<file path="config.mk">
export PLATFORM = sky130hd
export DESIGN_NAME = dual_issue_top
export DESIGN_NICKNAME = d
export VERILOG_FILES = /design/src/source/iq_pkg.sv /design/src/source/wb_if.sv /design/src/source/issue_if.sv /design/src/source/dual_issue_top.sv /design/src/source/reg_writeback.sv /design/src/source/alu_execute.sv /design/src/source/insn_decode.sv /design/src/source/issue_queue.sv
export SDC_FILE = /design/constraint.sdc
export NUM_CORES = 1
export LEC_CHECK = 0
export BUFFER_PORTS_ARGS = -buffer_cell sky130_fd_sc_hd__buf_2
export CAP_MARGIN = 20
export CELL_PAD_IN_SITES_DETAIL_PLACEMENT = 1
export CELL_PAD_IN_SITES_GLOBAL_PLACEMENT = 1
export CORE_MARGIN = 2
export CORE_UTILIZATION = 50
export CTS_CLUSTER_DIAMETER = 50
export DETAILED_ROUTE_END_ITERATION = 16
export GPL_TIMING_DRIVEN = 0
export PLACE_DENSITY_LB_ADDON = 0.1
export SYNTH_ARGS = -nofsm -noshare
export SYNTH_HDL_FRONTEND = slang
export SYNTH_SLANG_ARGS = --single-unit
</file>
<file path="constraint.sdc">
create_clock -name clk -period 6.4 [get_ports clk]
set_clock_uncertainty 0.1 [all_clocks]
set_input_delay 0.32 -clock clk [delete_from_list [all_inputs] [get_ports clk]]
set_output_delay 0.32 -clock clk [all_outputs]
set_load 0.02 [all_outputs]
</file>
<file path="src/source/iq_pkg.sv">
// ------------------------------------------------
// dual issue machine shared types
// ------------------------------------------------
package iq_pkg;

  // bundle and issue geometry
  localparam int PUSH_W   = 4;  // instructions per push bundle
  localparam int ISSUE_W  = 2;  // popped / issued per cycle

  // queue geometry, depth is a power of two so pointers wrap on their own
  localparam int IQ_DEPTH = 8;
  localparam int IQ_PTR_W = 3;
  localparam int IQ_CNT_W = 4;  // holds 0..IQ_DEPTH

  localparam int NUM_REGS = 4;

  typedef logic [7:0] insn_t;     // {op[7:6], dst[5:4], imm[3:0]}
  typedef logic [7:0] data_t;
  typedef logic [1:0] reg_idx_t;
  typedef logic [3:0] imm_t;

  typedef enum logic [1:0] {
    LDI  = 2'd0,  // dst = imm
    ADDI = 2'd1,  // dst = dst + imm
    XORI = 2'd2,  // dst = dst ^ {imm, imm}
    SHLI = 2'd3   // dst = dst << imm[2:0]
  } opcode_e;

endpackage
</file>
<file path="src/source/wb_if.sv">
// ------------------------------------------------
// execute results and register reads
// ------------------------------------------------
interface wb_if;
  import iq_pkg::*;

  logic     [ISSUE_W-1:0] valid;
  reg_idx_t [ISSUE_W-1:0] dst;
  data_t    [ISSUE_W-1:0] value;
  reg_idx_t [ISSUE_W-1:0] rd_sel;   // operand read index per slot
  data_t    [ISSUE_W-1:0] rd_data;  // combinational read data

  modport source (
    output valid, dst, value, rd_sel,
    input  rd_data
  );

  modport sink (
    input  valid, dst, value, rd_sel,
    output rd_data
  );

endinterface

</file>
<file path="src/source/issue_if.sv">
// ------------------------------------------------
// decode to execute issue slots
// ------------------------------------------------
interface issue_if;
  import iq_pkg::*;

  logic     [ISSUE_W-1:0] valid;  // slot 0 is the older one
  opcode_e  [ISSUE_W-1:0] op;
  reg_idx_t [ISSUE_W-1:0] dst;
  imm_t     [ISSUE_W-1:0] imm;

  modport source (
    output valid,
    output op,
    output dst,
    output imm
  );

  modport sink (
    input valid,
    input op,
    input dst,
    input imm
  );

endinterface

</file>
<file path="src/source/dual_issue_top.sv">
// ------------------------------------------------
// dual issue register machine
// ------------------------------------------------
module dual_issue_top (
  input  logic                                   clk,
  input  logic                                   rst_n,
  input  logic                                   clear,
  input  logic [iq_pkg::PUSH_W-1:0]              push,
  input  iq_pkg::insn_t [iq_pkg::PUSH_W-1:0]     datain,
  output logic                                   full,
  output logic [iq_pkg::PUSH_W-1:1]              almost_full,
  output logic                                   empty,
  output logic [iq_pkg::ISSUE_W-1:0]             retire_valid,
  output iq_pkg::reg_idx_t [iq_pkg::ISSUE_W-1:0] retire_dst,
  output iq_pkg::data_t [iq_pkg::ISSUE_W-1:0]    retire_value
);
  import iq_pkg::*;

  insn_t [ISSUE_W-1:0] q_dataout;     // queue head entries
  logic  [ISSUE_W-1:1] q_almost_empty;
  logic  [ISSUE_W-1:0] q_pop;

  issue_if iss ();
  wb_if    wb ();

  issue_queue u_queue (
    .clk          (clk),
    .rst_n        (rst_n),
    .clear        (clear),
    .push         (push),
    .datain       (datain),
    .full         (full),
    .almost_full  (almost_full),
    .pop          (q_pop),
    .dataout      (q_dataout),
    .empty        (empty),
    .almost_empty (q_almost_empty)
  );

  insn_decode u_decode (
    .clk          (clk),
    .rst_n        (rst_n),
    .dataout      (q_dataout),
    .empty        (empty),
    .almost_empty (q_almost_empty),
    .pop          (q_pop),
    .iss          (iss.source)
  );

  alu_execute u_execute (
    .clk   (clk),
    .rst_n (rst_n),
    .iss   (iss.sink),
    .wb    (wb.source)
  );

  reg_writeback u_writeback (
    .clk          (clk),
    .rst_n        (rst_n),
    .wb           (wb.sink),
    .retire_valid (retire_valid),
    .retire_dst   (retire_dst),
    .retire_value (retire_value)
  );

endmodule

</file>
<file path="src/source/reg_writeback.sv">
// ------------------------------------------------
// register file and retire ports
// ------------------------------------------------
module reg_writeback (
  input  logic                                   clk,
  input  logic                                   rst_n,
  wb_if.sink                                     wb,
  output logic [iq_pkg::ISSUE_W-1:0]             retire_valid,
  output iq_pkg::reg_idx_t [iq_pkg::ISSUE_W-1:0] retire_dst,
  output iq_pkg::data_t [iq_pkg::ISSUE_W-1:0]    retire_value
);
  import iq_pkg::*;

  data_t rf [NUM_REGS];

  // architectural registers read as zero after reset
  always_ff @(posedge clk or negedge rst_n) begin
    if (!rst_n) begin
      for (int r = 0; r < NUM_REGS; r++) begin
        rf[r] <= '0;
      end
    end else begin
      for (int i = 0; i < ISSUE_W; i++) begin
        if (wb.valid[i])
          rf[wb.dst[i]] <= wb.value[i];
      end
    end
  end

  for (genvar i = 0; i < ISSUE_W; i++) begin : g_rd
    assign wb.rd_data[i] = rf[wb.rd_sel[i]];  // no bypass here, execute forwards
  end

  always_ff @(posedge clk or negedge rst_n) begin
    if (!rst_n)
      retire_valid <= '0;
    else
      retire_valid <= wb.valid;
  end

  always_ff @(posedge clk) begin
    retire_dst   <= wb.dst;
    retire_value <= wb.value;
  end

  // both write ports hit the same register only if decode pairing broke
  a_wr_dst: assert property (@(posedge clk) disable iff (!rst_n)
    (&wb.valid) |-> (wb.dst[0] != wb.dst[1]))
    else $error("reg_writeback: both slots write r%0d", wb.dst[0]);

endmodule

</file>
<file path="src/source/alu_execute.sv">
// ------------------------------------------------
// operand select and alu
// ------------------------------------------------
module alu_execute (
  input  logic    clk,
  input  logic    rst_n,
  issue_if.sink   iss,
  wb_if.source    wb
);
  import iq_pkg::*;

  data_t opnd   [ISSUE_W];
  data_t result [ISSUE_W];

  function automatic data_t alu_op(opcode_e op, data_t a, imm_t imm);
    data_t r;
    case (op)
      LDI:     r = {4'b0000, imm};
      ADDI:    r = a + {4'b0000, imm};  // wraps mod 256
      XORI:    r = a ^ {imm, imm};
      SHLI:    r = a << imm[2:0];
      default: r = a;
    endcase
    return r;
  endfunction

  // each op reads its own destination register
  assign wb.rd_sel = iss.dst;

  always_comb begin
    for (int i = 0; i < ISSUE_W; i++) begin
      // result stage slots not yet in the register file
      if (wb.valid[1] && (wb.dst[1] == iss.dst[i]))
        opnd[i] = wb.value[1];
      else if (wb.valid[0] && (wb.dst[0] == iss.dst[i]))
        opnd[i] = wb.value[0];
      else
        opnd[i] = wb.rd_data[i];
      result[i] = alu_op(iss.op[i], opnd[i], iss.imm[i]);
    end
  end

  always_ff @(posedge clk or negedge rst_n) begin
    if (!rst_n)
      wb.valid <= '0;
    else
      wb.valid <= iss.valid;
  end

  always_ff @(posedge clk) begin
    for (int i = 0; i < ISSUE_W; i++) begin
      wb.dst[i]   <= iss.dst[i];
      wb.value[i] <= result[i];
    end
  end

endmodule

</file>
<file path="src/source/insn_decode.sv">
// ------------------------------------------------
// instruction decode and pop control
// ------------------------------------------------
module insn_decode (
  input  logic                                clk,
  input  logic                                rst_n,
  input  iq_pkg::insn_t [iq_pkg::ISSUE_W-1:0] dataout,
  input  logic                                empty,
  input  logic [iq_pkg::ISSUE_W-1:1]          almost_empty,
  output logic [iq_pkg::ISSUE_W-1:0]          pop,
  issue_if.source                             iss
);
  import iq_pkg::*;

  opcode_e  [ISSUE_W-1:0] head_op;
  reg_idx_t [ISSUE_W-1:0] head_dst;
  imm_t     [ISSUE_W-1:0] head_imm;

  // field split of the two head entries
  always_comb begin
    for (int i = 0; i < ISSUE_W; i++) begin
      head_op[i]  = opcode_e'(dataout[i][7:6]);
      head_dst[i] = dataout[i][5:4];
      head_imm[i] = dataout[i][3:0];
    end
  end

  // second slot only with two entries and no shared destination
  assign pop[0] = !empty;
  assign pop[1] = !almost_empty[1] && (head_dst[1] != head_dst[0]);

  always_ff @(posedge clk or negedge rst_n) begin
    if (!rst_n)
      iss.valid <= '0;
    else
      iss.valid <= pop;
  end

  always_ff @(posedge clk) begin
    iss.op  <= head_op;
    iss.dst <= head_dst;
    iss.imm <= head_imm;
  end

  // paired issue never shares a destination
  a_pair_ok: assert property (@(posedge clk) disable iff (!rst_n)
    iss.valid[1] |-> (iss.valid[0] && (iss.dst[1] != iss.dst[0])))
    else $error("insn_decode: bad slot 1 issue");

endmodule

</file>
<file path="src/source/issue_queue.sv">
// ------------------------------------------------
// wide instruction issue queue
// ------------------------------------------------
module issue_queue (
  input  logic                                clk,
  input  logic                                rst_n,
  input  logic                                clear,
  input  logic [iq_pkg::PUSH_W-1:0]           push,
  input  iq_pkg::insn_t [iq_pkg::PUSH_W-1:0]  datain,
  output logic                                full,
  output logic [iq_pkg::PUSH_W-1:1]           almost_full,
  input  logic [iq_pkg::ISSUE_W-1:0]          pop,
  output iq_pkg::insn_t [iq_pkg::ISSUE_W-1:0] dataout,
  output logic                                empty,
  output logic [iq_pkg::ISSUE_W-1:1]          almost_empty
);
  import iq_pkg::*;

  insn_t               mem [IQ_DEPTH];
  logic [IQ_PTR_W-1:0] wptr;
  logic [IQ_PTR_W-1:0] rptr;
  logic [IQ_CNT_W-1:0] count;      // occupied entries
  logic [IQ_CNT_W-1:0] push_cnt;
  logic [IQ_CNT_W-1:0] pop_cnt;
  logic [IQ_PTR_W-1:0] lane_ofs [PUSH_W];

  // set lanes are packed onto consecutive slots
  always_comb begin
    push_cnt = '0;
    for (int j = 0; j < PUSH_W; j++) begin
      lane_ofs[j] = push_cnt[IQ_PTR_W-1:0];  // set lanes below j
      push_cnt    = push_cnt + IQ_CNT_W'(push[j]);
    end
  end

  always_comb begin
    pop_cnt = '0;
    for (int j = 0; j < ISSUE_W; j++) begin
      pop_cnt = pop_cnt + IQ_CNT_W'(pop[j]);
    end
  end

  // pointers wrap modulo depth by truncation
  always_ff @(posedge clk or negedge rst_n) begin
    if (!rst_n) begin
      wptr  <= '0;
      rptr  <= '0;
      count <= '0;
    end else if (clear) begin
      // queue contents dropped, already popped slots go on
      wptr  <= '0;
      rptr  <= '0;
      count <= '0;
    end else begin
      wptr  <= wptr + push_cnt[IQ_PTR_W-1:0];
      rptr  <= rptr + pop_cnt[IQ_PTR_W-1:0];
      count <= count + push_cnt - pop_cnt;
    end
  end

  always_ff @(posedge clk) begin
    for (int j = 0; j < PUSH_W; j++) begin
      if (push[j])
        mem[wptr + lane_ofs[j]] <= datain[j];
    end
  end

  // head entries, slot 0 oldest
  for (genvar i = 0; i < ISSUE_W; i++) begin : g_head
    assign dataout[i] = mem[rptr + IQ_PTR_W'(i)];
  end

  assign full  = (count == IQ_CNT_W'(IQ_DEPTH));
  assign empty = (count == '0);

  for (genvar i = 1; i < PUSH_W; i++) begin : g_afull
    assign almost_full[i] = (count >= IQ_CNT_W'(IQ_DEPTH - i));  // i slots or fewer free
  end

  for (genvar i = 1; i < ISSUE_W; i++) begin : g_aempty
    assign almost_empty[i] = (count <= IQ_CNT_W'(i));
  end

  // overflow per push lane
  a_push_full: assert property (@(posedge clk) disable iff (!rst_n)
    !(push[0] && full))
    else $error("issue_queue: push lane 0 while full");

  for (genvar i = 1; i < PUSH_W; i++) begin : g_ovf
    a_push_afull: assert property (@(posedge clk) disable iff (!rst_n)
      !(push[i] && almost_full[i]))
      else $error("issue_queue: push lane %0d while almost_full[%0d]", i, i);
  end

  // underflow per pop lane
  a_pop_empty: assert property (@(posedge clk) disable iff (!rst_n)
    !(pop[0] && empty))
    else $error("issue_queue: pop lane 0 while empty");

  for (genvar i = 1; i < ISSUE_W; i++) begin : g_udf
    a_pop_aempty: assert property (@(posedge clk) disable iff (!rst_n)
      !(pop[i] && almost_empty[i]))
      else $error("issue_queue: pop lane %0d while almost_empty[%0d]", i, i);
  end

endmodule

</file>
==> results of run 1 <==
## worst max-delay path, cell delays in order (launching register included)
cell and delay [ns]:
dfrtp_1 0.39, clkbuf_1 0.59, mux4_2 0.59, mux2_2 0.30, xor2_1 0.24, o32a_1 0.23
ha_1 0.21, xor2_1 0.17, ha_1 0.28, ha_1 0.30, a21o_1 0.18, a21oi_1 0.18
xnor2_1 0.14, nor2_1 0.05
## through the flow
stage                     instances  power, mW  hold WS, ns
after floorplan                1186       5.86      -0.0756
after global routing           1547       9.09        0.153
after global placement         1511       7.14        0.232
after detailed placement       1512       7.36        0.218
final                          1547       8.49        0.129
after CTS                      1545       8.45        0.122
## how the worst max path moves through the flow
stage | startpoint | to | cells past startpoint
after floorplan | u_queue.rptr[1] | u_queue.count[3] | 13
after global placement | push[0] | u_queue.mem[6][2] | 8
after detailed placement | push[0] | u_queue.mem[6][2] | 8
after CTS | u_queue.rptr[1] | u_queue.count[3] | 13
after global routing | u_queue.rptr[1] | u_queue.count[3] | 13
final | u_queue.rptr[1] | u_queue.count[3] | 13
## kinds of logic (layout without fill, tap and decap cells)
logic type	Yosys count	after routing	synth area share, %
and+or+nand+nor	355	355	14.2
AOI/OAI and AO/OA	277	277	14.9
muxes	176	176	20.9
DFF	168	168	37.0
buffers and inverters	127	203	4.78
xor gates and xnor gates	45	45	3.56
adders and majority gates	38	38	4.66
## power by group
part | total [mW] | internal (mW) | switching, mW
Sequential | 2.18 | 1.74 | 0.437
Clock | 1.03 | 0.527 | 0.505
Combinational | 5.28 | 2.13 | 3.15
Total | 8.49 | 4.40 | 4.09
## flip-flops by register name, summed over array words and instances, names as in the netlist, 3 cells and up
register,count
u_decode.iss.dst,4
u_decode.iss.imm,8
u_decode.iss.op,4
u_execute.wb.dst,4
u_execute.wb.value,16
u_queue.count,4
u_queue.mem,64
u_queue.rptr,3
u_queue.wptr,3
u_writeback.retire_dst,4
u_writeback.retire_value,16
u_writeback.rf,32
## layer usage
| metal | global-route usage (%) | wire length, um |
|---|---|---|
| met1 | 37.9 | 14900 |
| met2 | 54.8 | 18600 |
| met3 | 3.33 | 1560 |
| met4 | 16.0 | 1750 |
| met5 | 0 | 0 |
## final cells by class
cell class	count	area share, %
Multi-Input combinational cell	891	52.8
Clock buffer	17	3.36
Clock inverter	15	1.30
Tap cell	285	2.81
Inverter	34	1.01
Sequential cell	168	33.5
Buffer	93	3.33
Timing Repair Buffer	44	1.90
## cell usage in the layout, fill, tap and decap left out, drive strengths merged, types with 6 or more instances in the layout
cell type    n
nand2b       7
buf         74
nor2b       12
dfrtp       48
ha          30
xor2        23
nand3       13
dfxtp       56
nand2      164
xnor2       22
a31oi        9
and3         6
a21oi       51
o31ai       12
a21o         7
nor2        75
mux2i      107
nor3        31
clkinv       6
mux4        49
o31a        18
mux2        20
o21ai      140
nand4       18
or4          6
fa           8
edfxtp      64
clkbuf      79
inv         42
## timing repair
action	CTS	global route
hold buffers	1	0
buffers inserted	0	0
hold endpoints to repair	18	0
==> key figures, run 1 <==
Run status
  – Outcome: finished, final reports clean

STA
  – Minimum clock period: 4.07 ns
  – Max Clk Rate: roughly 250 MHz
  – Setup TNS Final: 0 ns
  – RSZ-0062 raised after global routing: false
  – Final setup fails: 0
  – Slew Limit Fails: 0
  – Final hold vios: 0
  – Final worst-path setup slack: about 2.3 ns
  – Worst rel slew slack: roughly a quarter
  – Period utilization: a little under two thirds
  – Worst-margin pin slew: between 1 and 1.5 ns

Placed design
  – Placer Congestion: between 0.9 and 1
  – Number of port buffers: 40
  – Setup WS pre-CTS: between 2 and 2.5 ns
  – Placed inst area: between 10000 and 15000 sq um
  – HPWL Detailed: between 20000 and 30000 um

Floorplanning
  – Initial Util: about half
  – IO Count: 66
  – Die ar.: about 24000 sq um
  – Core footprint: 22600 sq um
  – Horiz. Die Dim: between 150 and 200 um
  – Rows: 55
  – Die H: approximately 160 um

Routing
  – DRC errors left: 0
  – Drt wl/cell: 23.8 um
  – Drt via density: around 6.3
  – Drt initial violations: 720
  – Routed via count: just under 10000
  – DRT antenna net count: 0
  – Detailed Route WL: about 37000 um
  – Pre-antenna DRT Iters: 5

Critical path
  – Crit Path Class: reg2reg
  – R2r setup slk: between 2 and 2.5 ns
  – Critical Path Start Type: flip-flop
  – Reg2Reg Depth: 13
  – Critical Path AT: around 4.3 ns
  – Worst r2r dst: u_queue.count[3]
  – CP Capture Type: flip-flop
  – Max Fanout on Critical Path: 9
  – Origin of the critical flop-to-flop path: u_queue.rptr[1]
  – Critical Path RT: between 6 and 7 ns

Worst hold path
  – WHS Endpoint: u_queue.mem[3][5]
  – Hold Crit Class: in2reg
  – Worst Hold Depth: 3
  – Hold path start: datain[29]

Final layout
  – Multi-input logic area: approximately 6700 sq um
  – Fin area: 12700 sq um
  – Sequential Area: approximately 4200 sq um
  – Fill count: about 2600
  – Layout Nets: 1326
  – Core Util, Final: a little under three fifths
  – Share of layout cells above drive strength 1: between 15 and 20%
  – Area Overhead vs Synth: 10.3%
  – Diodes inserted: 0

Yosys
  – Top_reg_cell synth: edfxtp_1
  – Most instantiated cells after synthesis: 164 x nand2_1, 139 x o21ai_0, 107 x mux2i_1, 75 x nor2_1, 64 x edfxtp_1
  – Area leader, netlist: edfxtp_1
  – Post-synthesis sequential area ratio: 37.0%
  – Most common cell in the netlist: nand2_1
  – Synth async-reset ratio: 28.6%
  – Yosys top cell area share: ~17%
  – Area contributors post-synth: edfxtp_1 17%, dfrtp_1 10%, dfxtp_1 9.8%, mux4_2 9.6%, mux2i_1 9.3%
  – Post-Syn Area: ~11000 sq um
  – Cell count after synthesis: 1186
  – Number of synthesized flops with an enable pin: 64
  – Post-synth cell types: 67
  – Yosys reg bits: around 170
  – Mean Syn Cell Area: 9.68 sq um
  – Synth Warn #: 0
  – Post-Syn Nets: 1263

GRT
  – Initial antenna violation count: 0
  – Largest net degree at the start of global routing: 31
  – All-Layer GR Usage: a little under a third
  – Grt ovf: 0
  – First-pass GRT wire length: about 58000 um
  – Vias in the first global route: 10000

Clock tree
  – H-tree levels: 4
  – Clock Root Buffer: clkbuf_16
  – CTS tree: built
  – Clock insertion delay at the later pin of the skew report: roughly 0.44 ns
  – Sinks on Clock Net: between 150 and 200
  – Clock tree buffer depth: 2
  – CTS Buf Count: 17
  – # resized after CTS: 0
  – CTS clk-pin slew, worst paths: about 0.080 ns

Power and ir drop
  – Pwr/cell area: about 670 nW/um^2
  – Max IR drop VDD: around 0.26 mV
  – Static Leakage: between 5 and 6 nW

Flow run
  – Maxcap violations: 0
(Power assumes the default switching activity.)
==> run 2: changes to the inputs <==
- ABC_AREA: unset -> 1
- CORE_UTILIZATION: 50 -> 41
- clock period: 6.4 -> 3.6 ns (I/O delays scaled with it)
==> key figures, run 2 <==
Yosys
  – Post-synth cell types: 49
  – Most common cell in the netlist: nand2_1
  – Cell count after synthesis: roughly 1700
  – Mean Syn Cell Area: 7.10 sq um
  – Combinational family with the most area after synthesis: simple AND/OR/NAND/NOR gates
  – Post-Syn Area: roughly 12000 sq um
  – Synth Area in XOR/XNOR: roughly 1.2%
  – Synth Area in Adders: under 10%
  – Post-synthesis simple-gate area fraction: 30.4%
  – Yosys reg bits: approximately 170
  – Top_reg_cell synth: edfxtp_1
  – Post-Syn Nets: roughly 1700
  – Area contributors post-synth: edfxtp_1 16%, nand2_1 14%, dfrtp_1 10%, dfxtp_1 9.5%, nand3_1 8.8%
  – Mux contribution to synthesized area: 0%
  – Most instantiated cells after synthesis: 438 x nand2_1, 207 x nand3_1, 140 x inv_1, 128 x o21ai_0, 124 x nor2_1
  – Yosys top cell area share: roughly 16%
  – Number of synthesized flops with an enable pin: 64
  – Area leader, netlist: edfxtp_1
  – Synth async-reset ratio: 28.6%
  – Synth Warn #: 0
  – Post-synthesis sequential area ratio: a little over a third
  – Synth Area in Compound Gates: between 10% and 20%

Flow run
  – Maxcap violations: 0

Final layout
  – Commonest non-fill, non-tap cells in the layout: 437 x nand2_1, 207 x nand3_1, 140 x inv_1
  – Fin area: about 13000 sq um
  – Commonest non-fill, non-tap cell in the layout: nand2_1
  – Fill count: between 3000 and 4000
  – Area Overhead vs Synth: 12.7%
  – Diodes inserted: 0
  – Max reg flops: 64
  – Core Util, Final: 46.6%
  – Layout Nets: 1815
  – Share of layout cells above drive strength 1: 12.2%

Floorplanning
  – Rows: a little over 60
  – Initial Util: 41.4%
  – Core footprint: ~29000 sq um
  – Die H: roughly 170 um
  – IO Count: 66
  – Horiz. Die Dim: 174 um
  – Die ar.: 30200 sq um

Power and ir drop
  – Comb pwr share: roughly 65%
  – Psw: around 8.4 mW
  – Static Leakage: between 6 and 7 nW
  – Switching Fraction: 52.0%
  – Cell-internal power: approximately 7.8 mW
  – Final Total Pwr: 16.2 mW
  – Max IR drop VDD: between 0.3 and 0.4 mV
  – Pwr/cell area: roughly 1200 nW/um^2
  – Power share of the clock group: 11.6%
  – Sequential power share: a little under a quarter

Clock tree
  – Clock Root Buffer: clkbuf_16
  – Clock tree buffer depth: 2
  – CTS tree: built
  – CTS Buf Count: 17
  – Sinks on Clock Net: 168
  – Clock insertion delay at the later pin of the skew report: 0.43 ns
  – CTS clk-pin slew, worst paths: 0.07 ns
  – H-tree levels: 4

Critical path
  – CP max stage cell: dfrtp_1
  – CP cell instances: ha_4 > buf_4 > a21oi_2 > o21ai_1 > o21ai_1 > nor2_1 > a31oi_2 > xnor2_2 > a21oi_2 > ha_2 > xor2_2 > ha_4 > buf_4 > fa_1 > xnor2_1 > nor2_1
  – Crit Path Class: reg2reg
  – CP bufs+invs: 2
  – Largest stage delay, worst path: 0.42 ns
  – CP delay by family, top: adder cells
  – Critical Path AT: approximately 3.6 ns
  – R2r setup slk: approximately 0.20 ns
  – CP Capture Type: flip-flop
  – Critical Path Start Type: flip-flop
  – Max Fanout on Critical Path: 3
  – Critical Path RT: approximately 3.8 ns

Routing
  – Pre-antenna DRT Iters: 5
  – DRC errors left: 0
  – Met1 wire length: approximately 18000 um
  – Met2 routed WL: 20900 um
  – Highest Signal Layer: met4
  – DR WL met3: 1360 um
  – Drt via density: 5.55
  – Detailed Route WL: 43200 um
  – DRT antenna net count: 0
  – Drt initial violations: 724
  – Routed via count: roughly 12000
  – Drt wl/cell: 20.2 um

STA
  – Slew Limit Fails: 0
  – Minimum clock period: about 3.4 ns
  – RSZ-0062 raised after global routing: false
  – Final hold vios: 0
  – Setup TNS Final: 0 ns
  – Period utilization: between 90% and 100%
  – Max Clk Rate: ~290 MHz
  – Worst-margin pin slew: 1.08 ns
  – Final setup fails: 0
  – Hold slack: 0.0734 ns
  – Worst rel slew slack: ~28%

Run status
  – Outcome: finished, final reports clean

GRT
  – Grt ovf: 0
  – First-pass GRT wire length: about 67000 um
  – Initial antenna violation count: 0
  – Vias in the first global route: ~12000
  – Largest net degree at the start of global routing: 26
  – All-Layer GR Usage: 28.6%

Placed design
  – Placed inst area: between 10000 and 15000 sq um
  – HPWL Detailed: between 30000 and 40000 um
  – Placer Congestion: between 0.9 and 1
  – Number of port buffers: 40

Worst hold path
  – Hold Crit Class: in2reg
## run 2: cell types whose count changed in the layout (fill, tap and decap cells not counted), moves of 18 or more
cell and delta:
nor3_1 -27, nand2_2 +18, mux2i_1 -107, o21ai_1 +47, clkbuf_1 -24, inv_1 +113
nand2_1 +273, mux2_2 -20, o211ai_1 +81, nand3_1 +194, nor2_1 +49, o31a_1 -18
inv_2 +20, mux4_2 -49
## run 2: worst paths after layout
check | from | end | depth (start not counted)
setup / recovery | u_queue.rptr[1] | u_queue.count[2] | 16
hold / removal | clear | u_queue.wptr[1] | 2
setup reg to reg | u_queue.rptr[1] | u_queue.count[2] | 16
hold reg to reg | u_decode.iss.valid[0] | u_execute.wb.valid[0] | 0
max in group asynchronous | rst_n | u_writeback.rf[0] | 3
min in group asynchronous | rst_n | u_queue.count[3] | 2
## run 2: layout make-up
| cell class | count | area (sq um) | area share, % |
|---|---|---|---|
| well taps | 384 | 480 | 3.61 |
| inverters | 168 | 638 | 4.79 |
| clock buffers | 20 | 437 | 3.28 |
| multi-input cells | 1239 | 6510 | 48.9 |
| flip-flops and latches | 168 | 4250 | 31.9 |
| clock inverters | 12 | 151 | 1.14 |
| plain buffers | 90 | 527 | 3.96 |
| repair buffers | 54 | 330 | 2.48 |
## run 2: power by group through the flow
stage               sequential [mW]  combinational, mW  clock (mW)
global route                   3.96               11.7        1.97
detailed placement             3.88               9.93           0
CTS                            3.85               10.1        1.89
floorplan                      3.73               7.02           0
global placement               3.84               9.60           0
finish                         3.86               10.4        1.87
## run 2: through the flow
stage	std cells	setup slack, ns
after floorplan	1665	0.326
after global placement	2089	-0.173
final	2135	0.205
after CTS	2131	0.00195
after global routing	2135	0.0174
after detailed placement	2091	-0.272
## run 2: metal layers
metal | up-vias | track usage [%]
li1 | 5742 | -
met1 | 5677 | 34.4
met2 | 311 | 50.0
met3 | 112 | 2.52
met4 | 0 | 16.8
met5 | - | 0
## run 2: cells by family after synthesis
family | Yosys count
and+or+nand+nor | 827
AOI/OAI and AO/OA | 359
buffers and inverters | 258
DFF | 168
adders and majority gates | 38
xor gates and xnor gates | 15
## run 2: what timing repair did
| action | in CTS | in global routing |
|---|---|---|
| gates resized for setup | 8 | 19 |
| hold buffers | 5 | 0 |
| pin swaps | 2 | 8 |
| gates cloned | 0 | 0 |
| hold endpoints to repair | 27 | 0 |
| endpoints found under the setup margin | 3 | 3 |
| setup buffers | 3 | 3 |
==> run 3: changes to the inputs <==
- REMOVE_ABC_BUFFERS: unset -> 1
==> key figures, run 3 (synthesis results as in run 2) <==
Final layout
  – Commonest non-fill, non-tap cells in the layout: 438 x nand2_1, 207 x nand3_1, 139 x inv_1
  – Sequential Area: 4260 sq um
  – Commonest non-fill, non-tap cell in the layout: nand2_1
  – Area Overhead vs Synth: 10.4%
  – Diodes inserted: 0
  – Share of layout cells above drive strength 1: approximately 12%
  – Multi-input logic area: 6470 sq um
  – Layout Nets: 1765
  – Fill count: between 3000 and 4000
  – Max reg flops: 64

STA
  – RSZ-0062 raised after global routing: true
  – Final setup fails: 1
  – Max Clk Rate: 278 MHz
  – Period utilization: 100%
  – Slew Limit Fails: 0
  – Setup TNS Final: -0.00327 ns
  – Hold slack: roughly 0.083 ns
  – Worst rel slew slack: between 30% and 40%
  – Minimum clock period: between 3 and 4 ns
  – Final hold vios: 0
  – Worst-margin pin slew: 0.987 ns
  – Final worst-path setup slack: -0.00327 ns

Worst hold path
  – Hold Crit Class: in2reg
  – WHS Endpoint: u_queue.mem[1][4]
  – Worst Hold Depth: 3
  – Hold path start: datain[28]

Run status
  – Outcome: complete, but fails checks
  – Failing checks: negative setup slack

Floorplanning
  – Horiz. Die Dim: between 150 and 200 um
  – Initial Util: 41.4%
  – Core footprint: ~29000 sq um
  – Die H: 174 um
  – IO Count: between 60 and 70
  – Die ar.: ~30000 sq um
  – Rows: 62

Clock tree
  – Clock insertion delay at the later pin of the skew report: around 0.44 ns
  – Clock tree buffer depth: 2
  – Clock Root Buffer: clkbuf_16
  – Sinks on Clock Net: around 170
  – CTS Buf Count: 17
  – CTS tree: built
  – CTS clk-pin slew, worst paths: around 0.070 ns
  – H-tree levels: 4

GRT
  – All-Layer GR Usage: between 20% and 30%
  – Initial antenna violation count: 0
  – Largest net degree at the start of global routing: 68
  – Grt ovf: 0
  – First-pass GRT wire length: 63900 um
  – Vias in the first global route: between 10000 and 15000

Critical path
  – Critical Path Start Type: flip-flop
  – Worst r2r dst: u_queue.count[3]
  – Crit path from: u_queue.rptr[0]
  – CP Capture Type: flip-flop
  – Reg2Reg Depth: 16
  – R2r setup slk: -0.003 ns
  – Crit Path Class: reg2reg
  – Max Fanout on Critical Path: 9
  – Critical Path RT: 3.83 ns
  – Critical Path AT: about 3.8 ns
  – Origin of the critical flop-to-flop path: u_queue.rptr[0]

Routing
  – Drt wl/cell: approximately 19 um
  – DRT antenna net count: 0
  – Pre-antenna DRT Iters: 5
  – Drt initial violations: around 630
  – Detailed Route WL: about 40000 um
  – DRC errors left: 0
  – Routed via count: 11300
  – Drt via density: between 5 and 6

Placed design
  – HPWL Detailed: between 20000 and 30000 um
  – Placer Congestion: approximately 0.87
  – Number of port buffers: 65
  – Setup WS pre-CTS: -1.40 ns

Power and ir drop
  – Static Leakage: between 5 and 6 nW
  – Max IR drop VDD: between 0.5 and 0.6 mV
  – Pwr/cell area: 1200 nW/um^2

Flow run
  – Maxcap violations: 0
## run 3: report_power, final
part           switching [mW]  leakage (nW)  internal [mW]
combinational            6.42          4.06           3.33
clock                   0.826         0.266          0.901
sequential              0.983          1.65           3.15
total                    8.23          5.97           7.38
## run 3: how the worst max path moves through the flow
stage / to / slack (ns) / cells after the start
floorplan: u_queue.count[3] / -1.45 / 16
global placement: u_queue.count[3] / -2.79 / 13
detailed placement: u_queue.count[3] / -1.40 / 15
CTS: u_queue.count[3] / -0.1 / 15
global route: u_queue.count[3] / -0.21 / 17
finish: u_queue.count[3] / -0.003 / 16
## run 3: final cells by class
class | count | share of cell area (%)
clock buffers | 18 | 3.29
clock inverters | 14 | 0.882
inverters | 168 | 4.94
multi-input cells | 1239 | 49.6
flip-flops and latches | 168 | 32.6
well taps | 384 | 3.68
repair buffers | 94 | 4.94
## run 3: worst max-delay path, cell delays in order (launching register included)
cell	delay, ns
dfrtp_2	0.48
ha_4	0.31
buf_4	0.15
a21oi_1	0.12
o21ai_0	0.13
o211ai_1	0.11
o21a_1	0.24
xnor2_2	0.10
a21oi_2	0.19
ha_2	0.23
xor2_1	0.17
ha_1	0.29
ha_1	0.31
a21o_1	0.19
a21oi_2	0.14
xor2_1	0.16
nor2_1	0.06
## run 3: layer usage
layer	wire, um	global-route usage [%]	share of wire [%]	vias up
li1	-	-	-	5646
met1	17600	33.2	44	5420
met2	19700	46.8	50	203
met3	1020	2.94	2.6	74
met4	1340	11.1	3.4	0
met5	0	0	0	-
## run 3: timing repair
action / 4_1_cts / 5_1_grt
pin swaps: 1 / 3
buffers inserted: 4 / 6
gates cloned: 0 / 1
endpoints found under the setup margin: 16 / 12
endpoints found under the hold margin: 36 / 5
resized for setup: 9 / 12
hold buffers: 10 / 1
## run 3: through the flow
| stage | std cells | area [sq um] | total power [mW] | util (%) |
|---|---|---|---|---|
| 2_1_floorplan | 1575 | 11300 | 10.4 | - |
| 3_3_place_gp | 2024 | 12100 | 13.0 | 42.4 |
| 3_5_place_dp | 2029 | 12200 | 13.4 | 42.7 |
| 4_1_cts | 2075 | 12900 | 15.5 | 45.2 |
| 5_1_grt | 2085 | 13000 | 17.1 | 45.7 |
| 6_report | 2085 | 13000 | 15.6 | 45.7 |
